`src/source/cnn_pkg.sv`:
```
package cnn_pkg;

	localparam int PIX_W      = 8;
	localparam int IMG_W      = 8;
	localparam int IMG_H      = 8;
	localparam int N_CH       = 2;
	localparam int N_CLASS    = 4;
	localparam int CONV_SHIFT = 2;
	localparam int SCORE_W    = 20;

	typedef enum logic [1:0] {FILL, RUN, FLUSH} win_state_e;
	typedef enum logic [1:0] {IDLE, ACCUM, DECIDE} dense_state_e;

	// ch 0 is a vertical edge detector, ch 1 a smoothing kernel
	function automatic logic signed [3:0] conv_weight(input int ch, input int kr, input int kc);
		if (ch == 0) begin
			return 4'(kc - 1);
		end
		if (kr == 1 && kc == 1) begin
			return 4'sd2;
		end
		return 4'sd1;
	endfunction

	// index sum mod 5, centred on zero
	function automatic logic signed [3:0] dense_weight(input int cls, input int ch,
			input int pr, input int pc);
		int v;
		v = (cls + ch + pr + pc) % 5 - 2;
		return 4'(v);
	endfunction

	function automatic logic signed [SCORE_W-1:0] dense_bias(input int cls);
		return SCORE_W'(16 * cls);
	endfunction

endpackage
```
`src/source/max_pool_row.sv`:
```
`timescale 1ns/1ps

module max_pool_row import cnn_pkg::*; #(
	parameter int IMG_W = cnn_pkg::IMG_W,
	parameter int IMG_H = cnn_pkg::IMG_H
) (
	input  logic                            clk,
	input  logic                            resetn,
	input  logic [IMG_W*N_CH*PIX_W-1:0]     conv_row_i,
	input  logic                            conv_valid_i,
	output logic [(IMG_W/2)*N_CH*PIX_W-1:0] pool_row_o,
	output logic                            pool_valid_o
);

	localparam int CNT_W = $clog2(IMG_H);
	localparam int PW    = IMG_W / 2;

	logic [CNT_W-1:0] row_cnt;
	logic [IMG_W*N_CH*PIX_W-1:0] even_row;
	logic [PW*N_CH*PIX_W-1:0] pool_next;

	function automatic logic [PIX_W-1:0] max2(input logic [PIX_W-1:0] a,
			input logic [PIX_W-1:0] b);
		return (a > b) ? a : b;
	endfunction

	// 2x2 block max per channel, same index layout as the input
	always_comb begin
		logic [PIX_W-1:0] m_even;
		logic [PIX_W-1:0] m_odd;
		pool_next = '0;
		for (int p = 0; p < PW; p++) begin
			for (int ch = 0; ch < N_CH; ch++) begin
				m_even = max2(even_row[((2*p)*N_CH + ch)*PIX_W +: PIX_W],
					even_row[((2*p + 1)*N_CH + ch)*PIX_W +: PIX_W]);
				m_odd = max2(conv_row_i[((2*p)*N_CH + ch)*PIX_W +: PIX_W],
					conv_row_i[((2*p + 1)*N_CH + ch)*PIX_W +: PIX_W]);
				pool_next[(p*N_CH + ch)*PIX_W +: PIX_W] = max2(m_even, m_odd);
			end
		end
	end

	always_ff @(posedge clk) begin
		if (!resetn) begin
			row_cnt <= '0;
			pool_valid_o <= 1'b0;
		end else begin
			pool_valid_o <= conv_valid_i & row_cnt[0];
			if (conv_valid_i) begin
				// wrap at frame end so parity restarts even
				row_cnt <= (row_cnt == CNT_W'(IMG_H - 1)) ? '0 : row_cnt + 1'b1;
			end
		end
	end

	always_ff @(posedge clk) begin
		if (conv_valid_i) begin
			if (!row_cnt[0]) begin
				even_row <= conv_row_i;
			end else begin
				pool_row_o <= pool_next;
			end
		end
	end

endmodule

```
`config.mk`:
```
export PLATFORM = sky130hd
export DESIGN_NAME = max_pool_row
export DESIGN_NICKNAME = d
export VERILOG_FILES = /design/src/source/cnn_pkg.sv /design/src/source/max_pool_row.sv
export SDC_FILE = /design/constraint.sdc
export NUM_CORES = 1
export LEC_CHECK = 0
export ABC_AREA = 1
export BUFFER_PORTS_ARGS = -buffer_cell sky130_fd_sc_hd__buf_2
export CAP_MARGIN = 10
export CORE_MARGIN = 3
export CORE_UTILIZATION = 61
export CTS_BUF_LIST = sky130_fd_sc_hd__clkbuf_2
export DETAILED_ROUTE_END_ITERATION = 10
export PLACE_DENSITY = 0.84
export RECOVER_POWER = 25
export SLEW_MARGIN = 20
export SYNTH_ARGS = -nofsm -noshare
export SYNTH_HDL_FRONTEND = slang
export SYNTH_SLANG_ARGS = --single-unit
```
`constraint.sdc`:
```
create_clock -name clk -period 17.5 [get_ports clk]
set_input_delay 3.5 -clock clk [delete_from_list [all_inputs] [get_ports clk]]
set_output_delay 3.5 -clock clk [all_outputs]
set_load 0.02 [all_outputs]
```
After elaboration in Yosys (flattened, before gate mapping)

Index checks and enable logic that the tools add are counted.

Register bits after elaboration: 196
Bits of input ports: 131
Output and inout bits: 65
Word-level logic and storage cells: 59

Add/subtract/negate cells: 1
$lt $le $gt $ge: 24
Eq/ne operators: 1
Mux-type cells: 25
Bitwise logic cells: 2
Reduce and logical (&&, ||, !) cells: 2

Operators by type and width:

| kind                  | number |
|---|---|
| $gt A8 B8 Y1          | 24 |
| $mux W8               | 24 |
| $reduce_and A2 Y1     | 2 |
| $add A3 B1 Y3 const B | 1 |
| $eq A3 B3 Y1 const B  | 1 |
| $mux W3               | 1 |
| $and A1 B1 Y1         | 1 |
| $not A1 Y1            | 1 |

Longest topological paths before layout

Gate-level depths: netlist of the first run.

Depth in word-level cells: 4
Gate-level depth with buffers: 24
Gate-level depth less buffers: 24

Worst setup path after synthesis of the first run

No wires, ideal clock.

Path type: input-to-reg
Start: input port conv_valid_i
End: register even_row[0], enable pin
Arrival time: 8.898 ns
Data required time: 16.882 ns
Setup slack: 7.985 ns
Cell stages on the path: 2
Path buffers: 0
Cell sequence: inv_1 > nor2_1

Cells in the longest elaborated chain, start to end: 1

Ends and longest elaborated chain:

| what                        | line               | text |
|---|---|---|
| start: declaration          | max_pool_row.sv:10 | `input logic conv_valid_i,` |
| $reduce_and A2 Y1 (no line) | --                 |  |
| end signal: assignment      | max_pool_row.sv:59 | `even_row <= conv_row_i;` |
| end: declaration            | max_pool_row.sv:19 | `logic [IMG_W*N_CH*PIX_W-1:0] even_row;` |

Every way passes these cells.
A chain may end at the register's enable or synchronous reset.

Worst setup path in the final report of the first run

Start: input port conv_row_i[119]
End: register pool_row_o[51], data pin

Cells in the longest elaborated chain, start to end: 4

Ends and longest elaborated chain:

| what                   | line               | text |
|---|---|---|
| start: declaration     | max_pool_row.sv:9  | `input logic [IMG_W*N_CH*PIX_W-1:0] conv_row_i,` |
| $gt A8 B8 Y1           | max_pool_row.sv:24 | `return (a > b) ? a : b;` |
| $mux W8 (*)            | max_pool_row.sv:24 |  |
| $gt A8 B8 Y1           | max_pool_row.sv:24 |  |
| $mux W8 (*)            | max_pool_row.sv:24 |  |
| via pool_next[51]      | max_pool_row.sv:20 | `logic [PW*N_CH*PIX_W-1:0] pool_next;` |
| end signal: assignment | max_pool_row.sv:61 | `pool_row_o <= pool_next;` |
| end: declaration       | max_pool_row.sv:11 | `output logic [(IMG_W/2)*N_CH*PIX_W-1:0] pool_row_o,` |

The timed path passes the listed nets; every way through them passes the cells marked *.

==> results of run 1 <==
==> power by group <==
group	total, mW	internal, mW	switching [mW]
registers	0.582	0.570	0.0119
logic	0.495	0.174	0.321
clock network	0.212	0.0510	0.161
==> path summary, 6_finish.rpt <==
check / end / slack, ps / depth (start not counted)
setup / recovery: pool_row_o[51] / 12090 / 18
hold / removal: row_cnt[1] / 550 / 2
setup reg to reg: pool_row_o[47] / 14370 / 17
hold reg to reg: row_cnt[1] / 550 / 2
==> cell families after synthesis <==
family / after synthesis / share of synthesized area (%)
flip-flops: 196 / 39.3
adder cells (fa/ha/maj): 194 / 16.3
buffers and inverters: 345 / 8.71
AO/OA/AOI/OAI: 83 / 3.40
AND/OR/NAND/NOR: 912 / 32.2
==> layer usage <==
layer,track usage (%),vias up,routed length (um)
met5,0,-,61
met4,7.75,8,650
met3,4.23,52,1930
met2,46.4,388,17000
met1,31.6,5533,14000
li1,-,6115,-
==> registers in the layout, indices dropped and copies added, names as in the netlist <==
register / cells
even_row: 128
pool_row_o: 64
pool_valid_o: 1
row_cnt: 3
==> synth_stat cells <==
library cell  instances
a21o_1               19
a21oi_1              53
a21oi_4               2
and2_1               63
and2_4                1
dfxtp_1               4
edfxtp_1            192
ha_1                194
inv_1               335
inv_2                10
nand2_1             389
nand2_2              81
nand2_4              30
nand2_8               3
nand3_1             258
nand4_1               6
nand4_4              16
nor2_1               42
nor2_2               11
nor2_4               11
nor3_1                1
o21a_1                5
o21ai_0               2
o21ai_2               2
==> worst reg2reg max path: stages, from the launching register on <==
cell and delay (ps):
edfxtp_1 440, inv_1 110, ha_1 260, a21oi_1 220, nand2_1 100, nand2_1 100, nand2_4 110, nand2_4 180
nand2_2 80, and2_1 150, ha_1 300, a21oi_1 170, o21a_1 150, nand2_1 60, nand2_2 170, inv_2 130
nand3_1 130, nand2_1 80
==> final cells by class <==
cell class              count  area share, %
clock buffers              18          0.550
repair buffers            199           5.44
inverters                 345           7.90
flip-flops and latches    196           35.7
multi-input cells        1189           47.2
well taps                 319           2.44
clock inverters            13          0.672
diodes                      8          0.122
==> summary.md, run 1 <==
| Metric | Value |
|---|---|
| Vias in the first global route | 12100 |
| Final hold slack | 546 ps |
| Crit share post-route | 30.9% |
| Final Slew Violations | 0 |
| Ports | 196 |
| #FFs+latches synth | 196 |
| Top post-synthesis cells by area | edfxtp_1, ha_1, nand2_1, nand3_1, inv_1 |
| Max-Cap Viols | 0 |
| Via density | 5.29 |
| Reg2reg start | even_row[91] |
| H-tree levels | 4 |
| Initial antenna violation count | 10 |
| Mapped Cells | 1730 |
| Worst-skew pair later-pin latency | 760 ps |
| Final Power | 1.29 mW |
| RSZ-0062 raised after global routing | false |
| Leak Pwr | 8.45 nW |
| Setup TNS | 0 ps |
| Pre-CTS WS | 11350 ps |
| Iteration-0 DRC Markers | 916 |
| Non-filler instance count after layout | 2287 |
| CP top delay family | simple AND/OR/NAND/NOR gates |
| Global-route wire length before repair | 55.4 mm |
| Drt pass-1 iters | 5 |
| Startpoint types | primary input |
| Largest stage delay on the critical path | 310 ps |
| Initial Util | 62.8% |
| Slowest CP cell | ha_1 |
| Leading area contributor after synthesis | edfxtp_1 |
| Max-slew headroom | 52.0% |
| Setup Fix Bufs, Post-CTS | 0 |
| Hold_sp | row_cnt[1] |
| Hold_buf cts | 0 |
| Final worst setup slack | 12090 ps |
| Congestion Overflow GR | 0 |
| Worst Skew | 67.5 ps |
| CP Data Arrival Time | 5900 ps |
| Critical path class | in -> reg |
| Placed cell areas | 16300 um^2 |
| Gates resized, CTS repair | 0 |
| Post-route cell area | 16400 um^2 |
| Post-synthesis sequential area ratio | 39.3% |
| Die Y | 162 um |
| Core area | 23700 um^2 |
| Core Util, Final | 69.2% |
| Final Wtd Congestion | 0.959 |
| Critical Path Most Common Cell | nand2_1 |
| Via count | 12100 |
| Row count | 56 |
| Register area | 5850 um^2 |
| Placed insts | 2248 |
| Largest net degree at the start of global routing | 52 |
| Inserted Clock Buffers | 17 |
| Peak Freq | 0.185 GHz |
| Cell breakdown of the critical path | clkbuf_1 > inv_1 > ha_1 > nand2_1 > nor2_2 > nand2_1 > nand2_4 > nand2_4 > nand2_1 > nand2_1 > ha_1 > nand2_1 > nor2_1 > nand4_1 > nand2_2 > inv_2 > nand3_1 > nand2_1 |
| Synthesized area | 14900 um^2 |
| Port Buf Inserts | 195 |
| Post-DRT Antenna Nets | 0 |
| Avg Cell Area, Syn | 8.59 um^2 |
| TritonCTS clock tree | built |
| Worst-path clk slew | 250 ps |
| Residual DRC | 0 |
| Area Overhead vs Synth | 10.2% |
| CP Launch Point | conv_row_i[119] |
| # setup viols final | 0 |
| Die area | 26300 um^2 |
| Layout Nets | 2273 |
| HPWL after DPL | 27.3 mm |
| Area occupied by multi-input gates | 7730 um^2 |
| Worst EP required | 17990 ps |
| Most common cell after layout, fill and taps aside | nand2_1 |
| Largest fanout on the critical path | 9 |
| Routed WL | 33.6 mm |
| Tmin final | 5410 ps |
| CTS sink cnt | 196 |
| Cell variety after synth | 24 |
| Slew @ Worst Pin | 720 ps |
| Pwr dens | 78.7 nW/um^2 |
| Most frequent cells in the layout | nand2_1, inv_1, nand3_1 |
| Worst-case clock buffer depth | 2 |
| Fillcell total | 1933 |
| Wire length per cell | 14.7 um |
| IR Drop Worst-Case VDD | 45.9 uV |
| Worst path bufs/invs | 3 |
| Share of layout cells above drive strength 1 | 15.6% |
| Hold Path Class | reg -> reg |
| Outcome | finished clean |
| Overall routing resource usage | 25.7% |
| Worst setup EP type | register |
| Final Hold Viols | 0 |
| Warnings, synthesis | 0 |
| Clock root cell | clkbuf_2 |
| Die X | 162 um |
| Post-synth top area share | 38.8% |
| Post-Syn Nets | 2055 |
Note: power is estimated with default switching activity, not from simulation.
==> run 2, diff against run 1 <==
--- a/config.mk
+++ b/config.mk
@@ -5,14 +5,14 @@
 export SDC_FILE = /design/constraint.sdc
 export NUM_CORES = 1
 export LEC_CHECK = 0
-export ABC_AREA = 1
+export ABC_AREA = 0
 export BUFFER_PORTS_ARGS = -buffer_cell sky130_fd_sc_hd__buf_2
 export CAP_MARGIN = 10
 export CORE_MARGIN = 3
-export CORE_UTILIZATION = 61
+export CORE_UTILIZATION = 60
 export CTS_BUF_LIST = sky130_fd_sc_hd__clkbuf_2
 export DETAILED_ROUTE_END_ITERATION = 10
-export PLACE_DENSITY = 0.84
+export PLACE_DENSITY = 0.83
 export RECOVER_POWER = 25
 export SLEW_MARGIN = 20
 export SYNTH_ARGS = -nofsm -noshare
==> constraint.sdc (replaced) <==
create_clock -name clk -period 5.18 [get_ports clk]
set_input_delay 1.036 -clock clk [delete_from_list [all_inputs] [get_ports clk]]
set_output_delay 1.036 -clock clk [all_outputs]
set_load 0.02 [all_outputs]
==> run 2 against run 1 <==
  * First-iteration DRC count down 68%
  * Routed wire length down 23%
  * Register-to-register slack worse by 13000 ps
  * Clock skew down 31 ps
  * Cell count down 30%
  * Worst setup slack worse by 11000 ps
  * Flip-flop and latch count unchanged
  * Critical endpoint is now pool_row_o[56]
  * Largest cell class unchanged
  * Largest power group unchanged
==> summary.md, run 2 <==
| Metric | Value |
|---|---|
| Cell breakdown of the critical path | ha_1 > nand4_2 > o31a_1 > a31oi_4 > mux2i_1 > inv_1 > ha_1 > nor2b_1 > o211ai_1 > a21oi_1 > o22ai_2 > mux2i_1 |
| IR Drop Worst-Case VDD | 127 uV (+180%) |
| Post-synthesis sequential area ratio | 44.9% (+5.6 points) |
| Critical path class | reg -> reg |
| Global-route wire length before repair | 42.7 mm (-23%) |
| Hold_buf cts | 0 (unchanged) |
| Drt pass-1 iters | 4 (-1) |
| Largest fanout on the critical path | 8 (-1) |
| Top post-synthesis cells by area | edfxtp_1, ha_1, mux2i_1, inv_1, a21oi_1 |
| Largest net degree at the start of global routing | 81 (+56%) |
| Inserted Clock Buffers | 17 (unchanged) |
| Row count | 53 (-5.4%) |
| Fraction of synthesis flops using an asynchronous set or reset pin | 0% (unchanged) |
| H-tree levels | 4 (unchanged) |
| Pwr dens | 269 nW/um^2 (+240%) |
| Gates resized, CTS repair | 0 (unchanged) |
| Mapped Cells | 1085 (-37%) |
| Wire length per cell | 16.3 um (+11%) |
| Post-Syn Nets | 1410 (-31%) |
| Avg Cell Area, Syn | 12.0 um^2 (+40%) |
| Slew @ Worst Pin | 990 ps (+270 ps) |
| Worst-path clk slew | 300 ps (+50 ps) |
| RSZ-0062 raised after global routing | false |
| Most frequent cells in the layout | inv_1, mux2i_1, ha_1 |
| Startpoint types | register |
| Post-DRT Antenna Nets | 0 (unchanged) |
| Worst-case clock buffer depth | 2 (unchanged) |
| CP Data Arrival Time | 4270 ps (-1630 ps) |
| Hold_sp | conv_row_i[114] |
| CTS sink cnt | 196 (unchanged) |
| TritonCTS clock tree | built |
| Area Overhead vs Synth | 11.0% |
| Vias in the first global route | 9047 (-25%) |
| Leak Pwr | 6.87 nW (-19%) |
| Outcome | finished clean |
| Max-slew headroom | 34.0% (-18 points) |
| Non-filler instance count after layout | 1591 (-30%) |
| Setup TNS | 0 ps (unchanged) |
| Worst EP required | 5800 ps (-12190 ps) |
| Post-synth EDFFs | 192 (unchanged) |
| Synthesized area | 13000 um^2 (-12%) |
| Layout Nets | 1625 (-29%) |
| Routed WL | 26.0 mm (-23%) |
| Fillcell total | 1627 (-16%) |
| Ys flop type | edfxtp_1 |
| Via count | 8816 (-27%) |
| Core area | 21200 um^2 (-11%) |
| Initial Util | 61.5% (-1.3 points) |
| Iteration-0 DRC Markers | 291 (-68%) |
| Crit share post-route | 70.5% |
| Clock root cell | clkbuf_2 |
| Worst setup EP type | register |
| Worst-skew pair later-pin latency | 760 ps (about the same) |
| CP Launch Point | even_row[107] |
| Residual DRC | 0 (unchanged) |
| CP top delay family | compound AO/OA/AOI/OAI gates |
| Worst path bufs/invs | 1 (-2) |
| Worst Skew | 36.6 ps (-30.9 ps) |
| Post-synth top area share | 44.3% (+5.5 points) |
| Slowest CP cell | edfxtp_1 |
| Hold Path Class | in -> reg |
| Max-Cap Viols | 0 (unchanged) |
| Overall routing resource usage | 22.3% (-3.4 points) |
| Port Buf Inserts | 195 (unchanged) |
| Placed insts | 1556 (-31%) |
| Die area | 23500 um^2 (-11%) |
| # setup viols final | 0 (unchanged) |
| Regs by FF count | even_row x128, pool_row_o x64, row_cnt x3 |
| Reg2reg start | even_row[107] |
| Biggest register | even_row |
| Congestion Overflow GR | 0 (unchanged) |
| Ports | 196 (unchanged) |
| Initial antenna violation count | 1 (-9) |
| Final Hold Viols | 0 (unchanged) |
| Synth cell count leaders | inv_1, mux2i_1, ha_1, edfxtp_1, a21oi_1 |
| Max FFs per register | 128 (unchanged) |
| HPWL after DPL | 21.1 mm (-23%) |
| Top-count cell post-synth | inv_1 |
| Warnings, synthesis | 0 (unchanged) |
| Die Y | 153 um (-5.4%) |
| Most common cell after layout, fill and taps aside | inv_1 |
| Peak Freq | 0.274 GHz |
| Share of layout cells above drive strength 1 | 13.2% (-2.4 points) |
| Via density | 5.54 (+4.8%) |
| Final Wtd Congestion | 0.872 (-9.0%) |
| Die X | 153 um (-5.4%) |
| Cell variety after synth | 29 (+21%) |
| Setup Fix Bufs, Post-CTS | 0 (unchanged) |
| Leading area contributor after synthesis | edfxtp_1 |
| Largest stage delay on the critical path | 460 ps (+150 ps) |
| Final Slew Violations | 0 (unchanged) |
| Tmin final | 3650 ps |
| #FFs+latches synth | 196 (unchanged) |
## run 2: changes by cell type in the layout (fill, tap and decap cells not counted), moves of 63 or more
cell     change
mux2i_1    +195
nand2_2     -81
nand3_1    -254
inv_1      -130
and2_1      -63
nand2_1    -353
## run 2: final cells by class
| type | count | area [um^2] | area share (%) |
|---|---|---|---|
| multi-input cells | 684 | 6410 | 44.4 |
| flip-flops and latches | 196 | 5850 | 40.5 |
| repair buffers | 197 | 850 | 5.88 |
| inverters | 204 | 766 | 5.30 |
| well taps | 275 | 344 | 2.38 |
| clock inverters | 14 | 128 | 0.884 |
| clock buffers | 18 | 90.1 | 0.624 |
| diodes | 3 | 7.51 | 0.0520 |
## run 2: report_power, final
part	switching [mW]	leakage [nW]	internal, mW
sequential	0.0455	1.85	1.90
clock	0.538	0.135	0.183
combinational	0.710	4.89	0.511
## run 2: kinds of logic after synthesis
| family | Yosys count | share of synthesized area, % |
|---|---|---|
| fa+ha+maj | 194 | 18.7 |
| compound gates | 164 | 10.1 |
| flops | 196 | 44.9 |
| mux | 195 | 15.0 |
| simple gates | 131 | 5.39 |
| buf+inv | 205 | 5.91 |
## run 2: path summary, 6_finish.rpt
kind / depth (start not counted) / end / slack (ps)
worst max-delay path: 12 / pool_row_o[56] / 1530
worst min-delay path: 1 / even_row[114] / 480
worst max register to register: 12 / pool_row_o[56] / 1530
worst min register to register: 2 / row_cnt[1] / 560
## run 2: per-layer routing
metal  wire length, um  vias to the layer above  share of wire, %  track usage (%)
li1                  -                     4403                 -                -
met2             13000                      229                50             39.1
met3              1210                       43               4.7             3.62
met4               567                        0               2.2             7.51
met1             11200                     4141                43             28.1
met5                 0                        -                 0                0
## run 2: metrics by stage
step | utilization (%) | worst slack (ps) | cell area [um^2] | hold slack (ps) | total power, mW
floorplan | - | 83.0 | 13000 | 487 | 2.89
global placement | 67.9 | 965 | 14400 | 506 | 3.16
detailed placement | 67.9 | 803 | 14400 | 529 | 3.21
CTS | 68.9 | 1520 | 14600 | 347 | 3.93
global route | 68.2 | 1180 | 14400 | 398 | 4.13
finish | 68.3 | 1530 | 14400 | 476 | 3.89
==> run 3, diff against run 2 <==
--- a/config.mk
+++ b/config.mk
@@ -5,14 +5,14 @@
 export SDC_FILE = /design/constraint.sdc
 export NUM_CORES = 1
 export LEC_CHECK = 0
-export ABC_AREA = 0
+export ABC_AREA = 1
 export BUFFER_PORTS_ARGS = -buffer_cell sky130_fd_sc_hd__buf_2
 export CAP_MARGIN = 10
 export CORE_MARGIN = 3
-export CORE_UTILIZATION = 60
+export CORE_UTILIZATION = 55
 export CTS_BUF_LIST = sky130_fd_sc_hd__clkbuf_2
 export DETAILED_ROUTE_END_ITERATION = 10
-export PLACE_DENSITY = 0.83
+export PLACE_DENSITY = 0.8
 export RECOVER_POWER = 25
 export SLEW_MARGIN = 20
 export SYNTH_ARGS = -nofsm -noshare
==> constraint.sdc (replaced) <==
create_clock -name clk -period 3.2 [get_ports clk]
set_input_delay 0.64 -clock clk [delete_from_list [all_inputs] [get_ports clk]]
set_output_delay 0.64 -clock clk [all_outputs]
set_load 0.02 [all_outputs]
==> run 3 against run 2 <==
  * Utilization shrank 2.4 points
  * Die area rose by 24%
  * Non-clock buffer count is 83 higher
  * Critical endpoint is now pool_row_o[48]
  * Largest power group unchanged
==> summary.md, run 3 (synthesized netlist as in run 1, its figures left out) <==
| Metric | Value |
|---|---|
| Final Slew Violations | 0 (unchanged) |
| Final worst setup slack | 161 ps (-1370 ps) |
| Pwr dens | 423 nW/um^2 (+57%) |
| CTS sink cnt | 196 (unchanged) |
| Largest net degree at the start of global routing | 97 (+20%) |
| Final Wtd Congestion | 0.930 (+6.6%) |
| Via count | 12400 (+40%) |
| Tmin final | 3040 ps |
| Slowest CP cell | dlygate4sd3_1 |
| Congestion Overflow GR | 0 (unchanged) |
| Area Overhead vs Synth | 16.3% |
| Vias in the first global route | 12300 (+36%) |
| Clock root cell | clkbuf_2 |
| Worst path bufs/invs | 4 (+3) |
| Critical Path Most Common Cell | nand2_1 |
| Critical path class | in -> reg |
| Hold Path Class | in -> reg |
| Die Y | 170 um (+11%) |
| Regs by FF count | even_row x128, pool_row_o x64, row_cnt x3 |
| Largest stage delay on the critical path | 550 ps (+90 ps) |
| Max-Cap Viols | 0 (unchanged) |
| Largest fanout on the critical path | 9 (+1) |
| Wire length per cell | 14.8 um (-9.1%) |
| Via density | 5.19 (-6.3%) |
| Residual DRC | 0 (unchanged) |
| CP top delay family | simple AND/OR/NAND/NOR gates |
| Share of layout cells above drive strength 1 | 15.4% (+2.2 points) |
| Slew @ Worst Pin | 542 ps (-448 ps) |
| Fillcell total | 2164 (+33%) |
| Row count | 59 (+11%) |
| Placed cell areas | 16400 um^2 (+14%) |
| Overall routing resource usage | 23.8% (+1.6 points) |
| Worst Skew | 56.7 ps (+20.0 ps) |
| TritonCTS clock tree | built |
| Startpoint types | primary input |
| Most common cell after layout, fill and taps aside | nand2_1 |
| Non-filler instance count after layout | 2380 (+50%) |
| Placed insts | 2270 (+46%) |
| Max-slew headroom | 63.9% (+30 points) |
| HPWL after DPL | 27.3 mm (+29%) |
| Biggest register | even_row |
| Pre-CTS WS | -4.85 ps (-808 ps) |
| Initial Util | 56.6% (-5.0 points) |
| Post-route cell area | 17300 um^2 (+20%) |
| Outcome | finished clean |
| Die X | 170 um (+11%) |
| Max FFs per register | 128 (unchanged) |
| CP Data Arrival Time | 3530 ps (-740 ps) |
| Inserted Clock Buffers | 17 (unchanged) |
| Core area | 26300 um^2 (+24%) |
| Iteration-0 DRC Markers | 669 (+130%) |
| Ports | 196 (unchanged) |
| Peak Freq | 0.329 GHz |
| Worst-case clock buffer depth | 2 (unchanged) |
| Worst setup EP type | register |
| Die area | 29000 um^2 (+24%) |
| Drt pass-1 iters | 5 (+1) |
| Leak Pwr | 8.78 nW (+28%) |
| Most frequent cells in the layout | nand2_1, inv_1, nand3_1 |
| Worst-skew pair later-pin latency | 750 ps (about the same) |
| Routed WL | 35.3 mm (+36%) |
| Worst-path clk slew | 250 ps (-50 ps) |
| # setup viols final | 0 (unchanged) |
| Final Hold Viols | 0 (unchanged) |
| Crit share post-route | 95.0% |
| Port Buf Inserts | 195 (unchanged) |
| H-tree levels | 4 (unchanged) |
| Worst EP required | 3690 ps (-2110 ps) |
| IR Drop Worst-Case VDD | 244 uV (+92%) |
| Post-DRT Antenna Nets | 0 (unchanged) |
| Global-route wire length before repair | 56.6 mm (+32%) |
| Initial antenna violation count | 6 (+5) |
| Cell breakdown of the critical path | dlygate4sd3_1 > buf_2 > inv_1 > ha_1 > nand2_1 > nor2_2 > nand2_1 > nand2_4 > nand2_4 > nand2_1 > nand2_1 > ha_1 > a21o_1 > nor2_1 > nand2_1 > nand2_2 > inv_2 > nand3_1 > nand2_1 |
| Layout Nets | 2354 (+45%) |
==> run 3: changes by cell type in the layout (fill, tap and decap cells not counted), sizes merged, moves of 19 or more <==
cell and delta:
nand3 +254, nand2 +467, mux2i -195, o21ai -32, and2 +63, dlygate4sd3 +66, nor2 +35, inv +138
a21o +19, a21oi -21, buf +25
==> run 3: worst paths after layout <==
path	start	end	slack, ps	cells after the start
setup reg to reg	even_row[87]	pool_row_o[36]	170	17
setup / recovery	conv_row_i[119]	pool_row_o[48]	160	19
hold / removal	conv_row_i[86]	even_row[86]	110	1
hold reg to reg	row_cnt[1]	row_cnt[1]	580	2
==> run 3: layout make-up <==
type	count	area (um^2)	share of cell area (%)
tap	335	419	2.42
inverter	345	1300	7.50
timing repair buffer	280	1690	9.76
antenna	3	7.51	0.0434
multi-input combinational	1189	7810	45.2
clock buffer	19	95.1	0.550
clock inverter	13	133	0.767
sequential	196	5850	33.8
==> run 3: what timing repair did <==
item / 4_1_cts / 5_1_grt
buffers inserted: 0 / 9
resized for setup: 0 / 14
hold endpoints to repair: 50 / 16
setup endpoints to repair: 0 / 24
hold buffers: 50 / 16
==> run 3: through the flow <==
stage | hold WS [ps] | utilization, % | setup TNS, ps | total power, mW
3_3_place_gp | 486 | 62.3 | 0 | 5.86
4_1_cts | 1.72 | 65.1 | 0 | 7.26
2_1_floorplan | 467 | - | 0 | 5.21
3_5_place_dp | 500 | 62.3 | -11.4 | 5.97
6_report | 106 | 65.8 | 0 | 7.31
5_1_grt | 4.64 | 65.8 | -266 | 7.82
==> run 3: report_power, final <==
part	leakage [nW]	switching [mW]	internal, mW
sequential	1.85	0.0648	3.12
clock	0.132	0.886	0.362
combinational	6.80	1.81	1.07
==> run 3: layer usage <==
metal,GRT usage (%),wire (um)
met3,4.11,1840
met5,0,29
met2,42.0,17600
met1,29.6,15000
met4,8.18,840
